**config.mk**
```make
export PLATFORM = sky130hd
export DESIGN_NAME = scaler_top
export DESIGN_NICKNAME = d
export VERILOG_FILES = /design/src/design/stream_pkg.sv /design/src/design/skidbuffer.sv /design/src/design/sample_scaler.sv /design/src/design/scaler_regs.sv /design/src/design/scaler_top.sv
export VERILOG_INCLUDE_DIRS = /design/src /design/src/design
export SDC_FILE = /design/constraint.sdc
export NUM_CORES = 1
export LEC_CHECK = 0
export ABC_CLOCK_PERIOD_IN_PS = 6600
export BUFFER_PORTS_ARGS = -buffer_cell sky130_fd_sc_hd__buf_2
export CORE_ASPECT_RATIO = 1.4
export CORE_UTILIZATION = 62
export DETAILED_ROUTE_END_ITERATION = 6
export GPL_ROUTABILITY_DRIVEN = 0
export PLACE_DENSITY_LB_ADDON = 0.1
export SETUP_SLACK_MARGIN = 0.5
export SKIP_LAST_GASP = 1
export SYNTH_ARGS = -nofsm -noshare
export SYNTH_HDL_FRONTEND = slang
export SYNTH_SLANG_ARGS = --single-unit
```
**constraint.sdc**
```tcl
create_clock -name i_clk -period 6.6 [get_ports i_clk]
set_clock_uncertainty 0.05 [all_clocks]
set_input_delay 1.32 -clock i_clk [delete_from_list [all_inputs] [get_ports i_clk]]
set_output_delay 1.32 -clock i_clk [all_outputs]
set_load 0.005 [all_outputs]
```
**src/design/stream_cfg.svh**
```systemverilog
`ifndef STREAM_CFG_SVH
`define STREAM_CFG_SVH

// sample and gain widths
`define STREAM_SAMPLE_W 16
`define STREAM_GAIN_W 8
`define STREAM_GAIN_FRAC 4

// gain of 1.0 in the fixed-point format
`define STREAM_GAIN_ONE (1 << `STREAM_GAIN_FRAC)

// signed sample times zero-extended gain
`define STREAM_PROD_W (`STREAM_SAMPLE_W + `STREAM_GAIN_W + 1)
`define STREAM_CFG_W 16

`endif

```
**src/design/stream_pkg.sv**
```systemverilog
`include "stream_cfg.svh"

package stream_pkg;

	// one signed sample
	typedef logic signed [`STREAM_SAMPLE_W-1:0] sample_t;

	// scaler result, flag set when the value was clamped
	typedef struct packed {
		sample_t value;
		logic    sat;
	} scaled_t;

	// register map
	typedef enum logic [1:0] {
		ADDR_GAIN   = 2'd0,
		ADDR_OFFSET = 2'd1,
		ADDR_CTRL   = 2'd2,
		ADDR_SATCNT = 2'd3
	} cfg_addr_t;

endpackage

```
**src/design/skidbuffer.sv**
```systemverilog
`include "stream_cfg.svh"

module skidbuffer
	import stream_pkg::*;
#(
	parameter type T = sample_t
) (
	input  logic i_clk,
	input  logic i_reset,
	input  logic i_valid,
	output logic o_ready,
	input  T     i_data,
	output logic o_valid,
	input  logic i_ready,
	output T     o_data
);

	// side register, holds one word while the output is stalled
	logic skid_valid;
	T     skid_data;
	logic out_valid;

	always_ff @(posedge i_clk)
	begin
		if (i_reset)
		begin
			skid_valid <= 1'b0;
		end
		else if (i_valid && o_ready && o_valid && !i_ready)
		begin
			// incoming word with nowhere to go
			skid_valid <= 1'b1;
		end
		else if (i_ready)
		begin
			skid_valid <= 1'b0;
		end
	end

	always_ff @(posedge i_clk)
	begin
		if (o_ready)
		begin
			skid_data <= i_data;
		end
	end

	// ready only depends on local state
	assign o_ready = !skid_valid;

	// registered output stage
	always_ff @(posedge i_clk)
	begin
		if (i_reset)
		begin
			out_valid <= 1'b0;
		end
		else if (!out_valid || i_ready)
		begin
			out_valid <= i_valid || skid_valid;
		end
	end

	always_ff @(posedge i_clk)
	begin
		if (!out_valid || i_ready)
		begin
			// side word goes first to keep order
			if (skid_valid)
			begin
				o_data <= skid_data;
			end
			else
			begin
				o_data <= i_data;
			end
		end
	end

	assign o_valid = out_valid;

	// a stalled output must not move
	a_stall_stable: assert property (
		@(posedge i_clk) disable iff (i_reset)
		o_valid && !i_ready |=> o_valid && $stable(o_data)
	);

	// a full side register means the output is also holding a word
	a_skid_full: assert property (
		@(posedge i_clk) disable iff (i_reset)
		skid_valid |-> !o_ready && o_valid
	);

endmodule

```
**src/design/sample_scaler.sv**
```systemverilog
`include "stream_cfg.svh"

module sample_scaler
	import stream_pkg::*;
(
	input  logic                      i_clk,
	input  logic                      i_reset,
	input  logic                      i_valid,
	output logic                      o_ready,
	input  sample_t                   i_data,
	output logic                      o_valid,
	input  logic                      i_ready,
	output scaled_t                   o_data,
	input  logic [`STREAM_GAIN_W-1:0] i_gain,
	input  sample_t                   i_offset,
	input  logic                      i_enable,
	output logic                      o_sat_event
);

	localparam int W = `STREAM_SAMPLE_W;
	localparam int PROD_W = `STREAM_PROD_W;
	localparam int SUM_W = PROD_W + 1;
	localparam logic signed [SUM_W-1:0] SAT_MAX = {{(SUM_W-W+1){1'b0}}, {(W-1){1'b1}}};
	localparam logic signed [SUM_W-1:0] SAT_MIN = {{(SUM_W-W+1){1'b1}}, {(W-1){1'b0}}};

	logic                     s1_valid;
	logic signed [PROD_W-1:0] s1_prod;
	sample_t                  s1_sample;
	logic                     s2_valid;
	logic                     s1_adv;
	logic                     s2_adv;
	logic signed [PROD_W-1:0] shifted;
	logic signed [SUM_W-1:0]  sum;
	scaled_t                  result;

	// a stage moves when the next one is empty or draining
	assign s2_adv = !s2_valid || i_ready;
	assign s1_adv = !s1_valid || s2_adv;
	assign o_ready = s1_adv;

	// stage one, multiply
	always_ff @(posedge i_clk)
	begin
		if (i_reset)
		begin
			s1_valid <= 1'b0;
		end
		else if (s1_adv)
		begin
			s1_valid <= i_valid;
		end
	end

	always_ff @(posedge i_clk)
	begin
		if (s1_adv)
		begin
			s1_prod <= i_data * $signed({1'b0, i_gain});
			s1_sample <= i_data;
		end
	end

	// stage two, shift, add offset, clamp
	assign shifted = s1_prod >>> `STREAM_GAIN_FRAC;
	assign sum = shifted + i_offset;

	always_comb
	begin
		result.value = sum[W-1:0];
		result.sat = 1'b0;
		if (!i_enable)
		begin
			result.value = s1_sample;
		end
		else if (sum > SAT_MAX)
		begin
			result.value = {1'b0, {(W-1){1'b1}}};
			result.sat = 1'b1;
		end
		else if (sum < SAT_MIN)
		begin
			result.value = {1'b1, {(W-1){1'b0}}};
			result.sat = 1'b1;
		end
	end

	always_ff @(posedge i_clk)
	begin
		if (i_reset)
		begin
			s2_valid <= 1'b0;
		end
		else if (s2_adv)
		begin
			s2_valid <= s1_valid;
		end
	end

	always_ff @(posedge i_clk)
	begin
		if (s2_adv)
		begin
			o_data <= result;
		end
	end

	assign o_valid = s2_valid;
	assign o_sat_event = o_valid && i_ready && o_data.sat;

	// saturation can only come out of the scaling path, never bypass
	a_sat_event: assert property (
		@(posedge i_clk) disable iff (i_reset)
		o_sat_event |-> o_valid && i_ready && i_enable
	);

endmodule

```
**src/design/scaler_regs.sv**
```systemverilog
`include "stream_cfg.svh"

module scaler_regs
	import stream_pkg::*;
(
	input  logic                     i_clk,
	input  logic                     i_reset,
	input  logic                     i_cfg_we,
	input  cfg_addr_t                i_cfg_addr,
	input  logic [`STREAM_CFG_W-1:0] i_cfg_wdata,
	output logic [`STREAM_CFG_W-1:0] o_cfg_rdata,
	input  logic                     i_sat_event,
	output logic [`STREAM_GAIN_W-1:0] o_gain,
	output sample_t                  o_offset,
	output logic                     o_enable
);

	logic [`STREAM_CFG_W-1:0] sat_cnt;
	logic                     sat_clr;

	assign sat_clr = i_cfg_we && (i_cfg_addr == ADDR_SATCNT);

	always_ff @(posedge i_clk)
	begin
		if (i_reset)
		begin
			o_gain <= `STREAM_GAIN_W'(`STREAM_GAIN_ONE);
			o_offset <= '0;
			o_enable <= 1'b0;
		end
		else if (i_cfg_we)
		begin
			case (i_cfg_addr)
				ADDR_GAIN:   o_gain <= i_cfg_wdata[`STREAM_GAIN_W-1:0];
				ADDR_OFFSET: o_offset <= i_cfg_wdata;
				ADDR_CTRL:   o_enable <= i_cfg_wdata[0];
				default:     ;
			endcase
		end
	end

	// saturating event counter, a clearing write wins over an event
	always_ff @(posedge i_clk)
	begin
		if (i_reset || sat_clr)
		begin
			sat_cnt <= '0;
		end
		else if (i_sat_event && (sat_cnt != '1))
		begin
			sat_cnt <= sat_cnt + 1'b1;
		end
	end

	always_comb
	begin
		case (i_cfg_addr)
			ADDR_GAIN:   o_cfg_rdata = {{(`STREAM_CFG_W-`STREAM_GAIN_W){1'b0}}, o_gain};
			ADDR_OFFSET: o_cfg_rdata = o_offset;
			ADDR_CTRL:   o_cfg_rdata = {{(`STREAM_CFG_W-1){1'b0}}, o_enable};
			default:     o_cfg_rdata = sat_cnt;
		endcase
	end

	a_cnt_monotonic: assert property (
		@(posedge i_clk) disable iff (i_reset)
		!sat_clr |=> sat_cnt >= $past(sat_cnt)
	);

endmodule

```
**src/design/scaler_top.sv**
```systemverilog
`include "stream_cfg.svh"

module scaler_top
	import stream_pkg::*;
(
	input  logic                     i_clk,
	input  logic                     i_reset,
	input  logic                     i_valid,
	output logic                     o_ready,
	input  sample_t                  i_data,
	output logic                     o_valid,
	input  logic                     i_ready,
	output scaled_t                  o_data,
	input  logic                     i_cfg_we,
	input  cfg_addr_t                i_cfg_addr,
	input  logic [`STREAM_CFG_W-1:0] i_cfg_wdata,
	output logic [`STREAM_CFG_W-1:0] o_cfg_rdata
);

	logic                      in_valid;
	logic                      in_ready;
	sample_t                   in_data;
	logic                      sc_valid;
	logic                      sc_ready;
	scaled_t                   sc_data;
	logic [`STREAM_GAIN_W-1:0] gain;
	sample_t                   offset;
	logic                      enable;
	logic                      sat_event;

	// input side buffer
	skidbuffer #(
		.T(sample_t)
	) in_skid_i (
		.i_clk  (i_clk),
		.i_reset(i_reset),
		.i_valid(i_valid),
		.o_ready(o_ready),
		.i_data (i_data),
		.o_valid(in_valid),
		.i_ready(in_ready),
		.o_data (in_data)
	);

	sample_scaler sample_scaler_i (
		.i_clk      (i_clk),
		.i_reset    (i_reset),
		.i_valid    (in_valid),
		.o_ready    (in_ready),
		.i_data     (in_data),
		.o_valid    (sc_valid),
		.i_ready    (sc_ready),
		.o_data     (sc_data),
		.i_gain     (gain),
		.i_offset   (offset),
		.i_enable   (enable),
		.o_sat_event(sat_event)
	);

	scaler_regs scaler_regs_i (
		.i_clk      (i_clk),
		.i_reset    (i_reset),
		.i_cfg_we   (i_cfg_we),
		.i_cfg_addr (i_cfg_addr),
		.i_cfg_wdata(i_cfg_wdata),
		.o_cfg_rdata(o_cfg_rdata),
		.i_sat_event(sat_event),
		.o_gain     (gain),
		.o_offset   (offset),
		.o_enable   (enable)
	);

	// output side buffer, receiver may stall here
	skidbuffer #(
		.T(scaled_t)
	) out_skid_i (
		.i_clk  (i_clk),
		.i_reset(i_reset),
		.i_valid(sc_valid),
		.o_ready(sc_ready),
		.i_data (sc_data),
		.o_valid(o_valid),
		.i_ready(i_ready),
		.o_data (o_data)
	);

endmodule

```
; Word level (Yosys, flattened, before mapping)
; Cells that the tools add are included.
[op_classes]
n_addsub = 2
mul = 1
reduce_logical = 30
order_cmp = 2
muxes = 10
eq_ne = 4
[op_table]
columns = operator, count
row1 = two-way mux 17 bit, 3
row2 = case mux 16 bit (3 select lines), 1
row3 = two-way mux 16 bit, 2
row4 = "greater-than comparator 26 x 16 -> 1 bit, second input constant", 1
row5 = "< comparator 26 x 16 -> 1 bit, second input constant", 1
row6 = multiplier 16 x 9 -> 25 bit, 1
row7 = adder 21 x 16 -> 22 bit, 1
row8 = "adder 16 x 1 -> 16 bit, second input constant", 1
row9 = "inequality test 16 bit, second input constant", 1
row10 = logical AND 1 bit, 9
row11 = zero test 1 bit, 8
row12 = logical OR 1 bit, 7
row13 = AND reduction 2 bit, 3
row14 = "equality test 2 bit, second input constant", 2
row15 = two-way mux 1 bit, 4
row16 = nonzero test 2 bit, 2
row17 = "equality test 2 x 1 -> 1 bit, second input constant", 1
row18 = zero test 2 bit, 1
[totals]
word_cells = 69
input_bits = 39
register_bits = 171
out_inout_bits = 35

; Longest topological paths before layout
[depth]
ltp_word = 6
mapped_depth = 19
depth_no_buf = 18

; Hierarchy
; Synthesis repeated with hierarchy kept, for this count alone.
[unflattened]
hier_cells = 1189
hier_area_um2 = 12130.4
[by_module_without_submodules]
columns = module, cells_each, n_inst, area_per_inst_um2
row1 = sample_scaler, 826, 1, 7768.7
row2 = scaler_regs, 244, 1, 2057.0
row3 = skidbuffer (out_skid_i), 61, 1, 1197.4
row4 = skidbuffer (in_skid_i), 58, 1, 1107.3

; Worst setup path before layout
; OpenSTA, ideal clock, no wires.
[synth_path]
kind = register -> register
start = register scaler_regs_i.o_gain[2]
end = register sample_scaler_i.s1_prod[23], data pin
t_arrival_ns = 4.601
path_slack_ns = 1.687
t_required_ns = 6.288
path_stages_with_launch = 20
n_path_buf = 2
setup_ns = 0.262
synth_period_minus_slack_ns = 4.913
cell_sequence = dfxtp_1 clkbuf_1 clkbuf_1 nand2_1 fa_1 inv_1 fa_1 fa_1 inv_1 fa_1 inv_1 ha_1 a21o_1 a21o_1 a21oi_1 nand2_1 nor3_1 nor3_1 o31ai_1 xnor2_1
[synth_between]
elab_chain_cells = 1
[synth_rtl]
columns = item, line
row1 = start: declaration, scaler_regs.sv:13  ; output logic [`STREAM_GAIN_W-1:0] o_gain,
row2 = start signal: assignment, scaler_regs.sv:27  ; o_gain <= `STREAM_GAIN_W'(`STREAM_GAIN_ONE);
row3 = start signal: assignment, scaler_regs.sv:34  ; ADDR_GAIN: o_gain <= i_cfg_wdata[`STREAM_GAIN_W-1:0];
row4 = multiplier 16 x 9 -> 25 bit, sample_scaler.sv:58  ; s1_prod <= i_data * $signed({1'b0, i_gain});
row5 = end signal: assignment, sample_scaler.sv:58
row6 = end: declaration, sample_scaler.sv:27  ; logic signed [PROD_W-1:0] s1_prod;
; No other way between the ends.
; A chain may end at the register's enable or synchronous reset.

; Worst setup path in the final report
; Same ends and word-level chain as after synthesis.

==> impl_results.md <==
- Status: finished clean
- Syn_nets: 1363
- Critical-path top delay cell: dfxtp_1
- Seq cells post-synth: 167
- Post-CTS sizing: 0
- DR vias/cell: 5.749
- Nets: 1424
- Post-synthesis mux area share: 4.842%
- Hold_sp: out_skid_i.skid_data[0]
- Ys Warns: 0
- Worst EP arrival: 5.73 ns
- Worst-path cell chain: nand2_1 > fa_1 > inv_1 > fa_1 > fa_1 > inv_1 > fa_1 > inv_1 > ha_1 > nor2_1 > a2111oi_0 > buf_4 > nor3_1 > nor3_1 > o31ai_1 > xnor2_1
- Largest net degree at the start of global routing: 40
- Max FO, Critical Path: 18
- Gr ovfl total: 0
- CTS root buf: clkbuf_16
- Logic pwr share: 26.7%
- Pint: 2.057 mW
- Share of async-settable or async-resettable flops after synthesis: 0%
- Top cell type's share of synthesized area: 22.12%
- Main combinational cell family by area after synthesis: adder cells
- Final Hold Vio Count: 0
- Routed wire length: 25800 microns
- Antenna Nets Post-Route: 0
- Clock-pin transition on the worst setup and hold timing paths: 0.08 ns
- Final WS setup: 1.018 ns
- DRT Pass-1 Iters: 7
- Synth cell types: 70
- Final Slew Violations: 0
- Total CTS buffers: 17
- Post-synthesis xor/xnor area fraction: 3.486%
- Compound-gate portion of the synthesized area: 9.875%
- Power per Cell Area: 238.1 nW/um^2
- Diode count: 0
- Initial antenna violation count: 0
- Vias in the first global route: 8463
- Data required, critical path: 6.75 ns
- CORE AREA: 18600 sq um
- Top Ports: 74
- IO Port Bufs: 73
- CTS tree: done
- Setup TNS: 0 ns
- DP HPWL: 19800 microns
- P_leak: 5.853 nW
- Relative slew slack: 33.65%
- Fin crit period: 5.582 ns
- Worst Reg2Reg Path Length in Cells: 16
- Initial DRC count: 431
- Hold Path Class: flip-flop to flip-flop
- Sequential share of power: 41.2%
- Fraction of layout cells with a size suffix above 1: 13.78%
- Most common cell on crit path: fa_1
- Crit path capture type: flip-flop
- Seq/Total Area, Yosys: 35.69%
- R2R Path End: sample_scaler_i.s1_prod[23]
- # setup viols final: 0
- Placement Rows: 59
- Die Area: 19610 sq um
- Largest cells by area after synthesis: edfxtp_1 22%, fa_1 17%, dfxtp_1 14%
- Largest stage delay on the critical path: 0.81 ns
- Reg2reg start: scaler_regs_i.o_gain[2]
- Synth top cells by count: 156 x inv_1, 131 x nand2_1, 103 x fa_1, 87 x edfxtp_1, 80 x dfxtp_1
- Adder-cell share of the synthesized area: 24.77%
- Hold path cells: 1
- Gate Count Post-Synth: 1152
- Worst-Skew Late Latency: 0.45 ns
- Worst slew pin tran: 0.9923 ns
- Crit start category: flip-flop
- Mapped Area: 11810 sq um
- First-pass GRT wire length: 41480 microns
- EDFF count, synth: 87
- Clock Path Buffers: 2
- Drt wl/cell: 17.55 microns
- Unrepaired setup endpoints after global routing: no
- Clk pwr share: 32.1%
- Starting Density: 63.48%
- Avg Cell Area, Syn: 10.25 sq um
- Crit path kind: flip-flop to flip-flop
- # DRC: 0
- Maximum VDD drop: 0.1857 mV
- Buffer count from post-CTS setup fixing: 0
- FMAX: 0.1791 GHz
- Psw: 1.034 mW
- Worst Hold Path EP: out_skid_i.skid_data[0]
- Cell with the most instances after synthesis: inv_1
- Total track usage: 27.91%
- Clock H-tree levels: 4
- Dpl ws: 1.105 ns
- Post-CTS Hold Buffers: 0
- R2R Setup Slk: 1.02 ns
- Die width: 118.6 microns
- Maxcap violations: 0
- Vias: 8451
- Ys flop type: edfxtp_1
- Switching share of power: 33.46%
- Layout area overhead: 9.928%
- Height of the die: 165.3 microns
- Dominant cell type by area after synthesis: edfxtp_1
- Sink Count: 167
- Simple-gate share of the synthesized area: 15.20%
- Tcrit/Tclk final: 84.58%
## cell type report
| type | instances | area [sq um] |
|---|---|---|
| Fill cell | 1437 | 5622 |
| Clock buffer | 17 | 425.4 |
| Inverter | 156 | 585.6 |
| Multi-Input combinational cell | 793 | 6875 |
| Timing Repair Buffer | 78 | 402.9 |
| Tap cell | 244 | 305.3 |
| Sequential cell | 167 | 4214 |
| Clock inverter | 15 | 172.7 |
## layout by cell type (no fill, tap or decap), types with 7 or more instances in the layout
| cell | instances |
|---|---|
| dfxtp_1 | 80 |
| xnor2_1 | 31 |
| nand3_1 | 21 |
| buf_2 | 73 |
| mux2_2 | 39 |
| a22o_1 | 7 |
| nor2b_1 | 12 |
| clkbuf_16 | 17 |
| inv_1 | 156 |
| xor2_1 | 16 |
| nor3_1 | 16 |
| nand2_1 | 131 |
| fa_1 | 103 |
| edfxtp_1 | 87 |
| a311oi_1 | 8 |
| o21ai_0 | 13 |
| and2_1 | 77 |
| nor2_1 | 64 |
| or3_1 | 8 |
| a21o_1 | 15 |
| a21oi_1 | 53 |
| nand2b_1 | 7 |
| ha_1 | 69 |
| mux2i_1 | 11 |
## registers in the layout (all words and copies together) (netlist names), 8 cells and up
signal and flops:
in_skid_i.o_data 16, in_skid_i.skid_data 16, out_skid_i.o_data 17, out_skid_i.skid_data 17, sample_scaler_i.o_data 17, sample_scaler_i.s1_prod 21, sample_scaler_i.s1_sample 16, scaler_regs_i.o_gain 8
scaler_regs_i.o_offset 16, scaler_regs_i.sat_cnt 16
## layer usage
metal,GRT usage [%],routed length (microns),vias to the layer above
met5,0,0,-
met4,13.69,912,0
met3,4.705,1174,73
met2,51.65,13860,235
met1,31.04,9851,4163
li1,-,-,3980
## how the worst max path moves through the flow
stage	startpoint	endpoint	slack (ns)	cells after the start
after floorplan	scaler_regs_i.o_gain[2]	sample_scaler_i.s1_prod[23]	1.69	19
after global placement	scaler_regs_i.o_gain[2]	sample_scaler_i.s1_prod[23]	1.15	16
after detailed placement	scaler_regs_i.o_gain[2]	sample_scaler_i.s1_prod[23]	1.11	16
after CTS	scaler_regs_i.o_gain[2]	sample_scaler_i.s1_prod[23]	1.06	16
after global routing	scaler_regs_i.o_gain[2]	sample_scaler_i.s1_prod[23]	0.78	16
final	scaler_regs_i.o_gain[2]	sample_scaler_i.s1_prod[23]	1.02	16
## power by group through the flow
stage | sequential, mW | clock (mW) | combinational [mW]
after global routing | 1.28 | 1.04 | 0.922
final | 1.27 | 0.992 | 0.825
after global placement | 1.29 | 0 | 0.801
after CTS | 1.27 | 1.01 | 0.826
after detailed placement | 1.30 | 0 | 0.820
after floorplan | 1.27 | 0 | 0.644
## worst max-delay path, delay by kind of cell (launching register included)
family	cells	cell delay, ns
fa+ha+maj	5	2.45
compound gates	2	0.89
flops	1	0.81
simple gates	4	0.58
buf+inv	4	0.42
xor+xnor	1	0.14
## metrics by stage
stage	instance area, sq um	total power, mW	utilization, %	hold slack [ns]	cells
final	12980	3.091	69.78	0.4034	1470
after CTS	12980	3.109	69.78	0.4062	1470
after detailed placement	12380	2.117	66.57	0.3892	1438
after floorplan	11810	1.910	-	0.3737	1152
after global placement	12380	2.094	66.57	0.3841	1438
after global routing	12980	3.250	69.78	0.4269	1470
## logic make-up (layout without fill, tap and decap cells)
family | Yosys count | count (layout)
compound gates | 158 | 158
xor+xnor | 47 | 47
fa+ha+maj | 172 | 172
buf+inv | 192 | 266
flops | 167 | 167
mux | 51 | 51
simple gates | 365 | 365
Note: power is estimated with default switching activity, not from simulation.
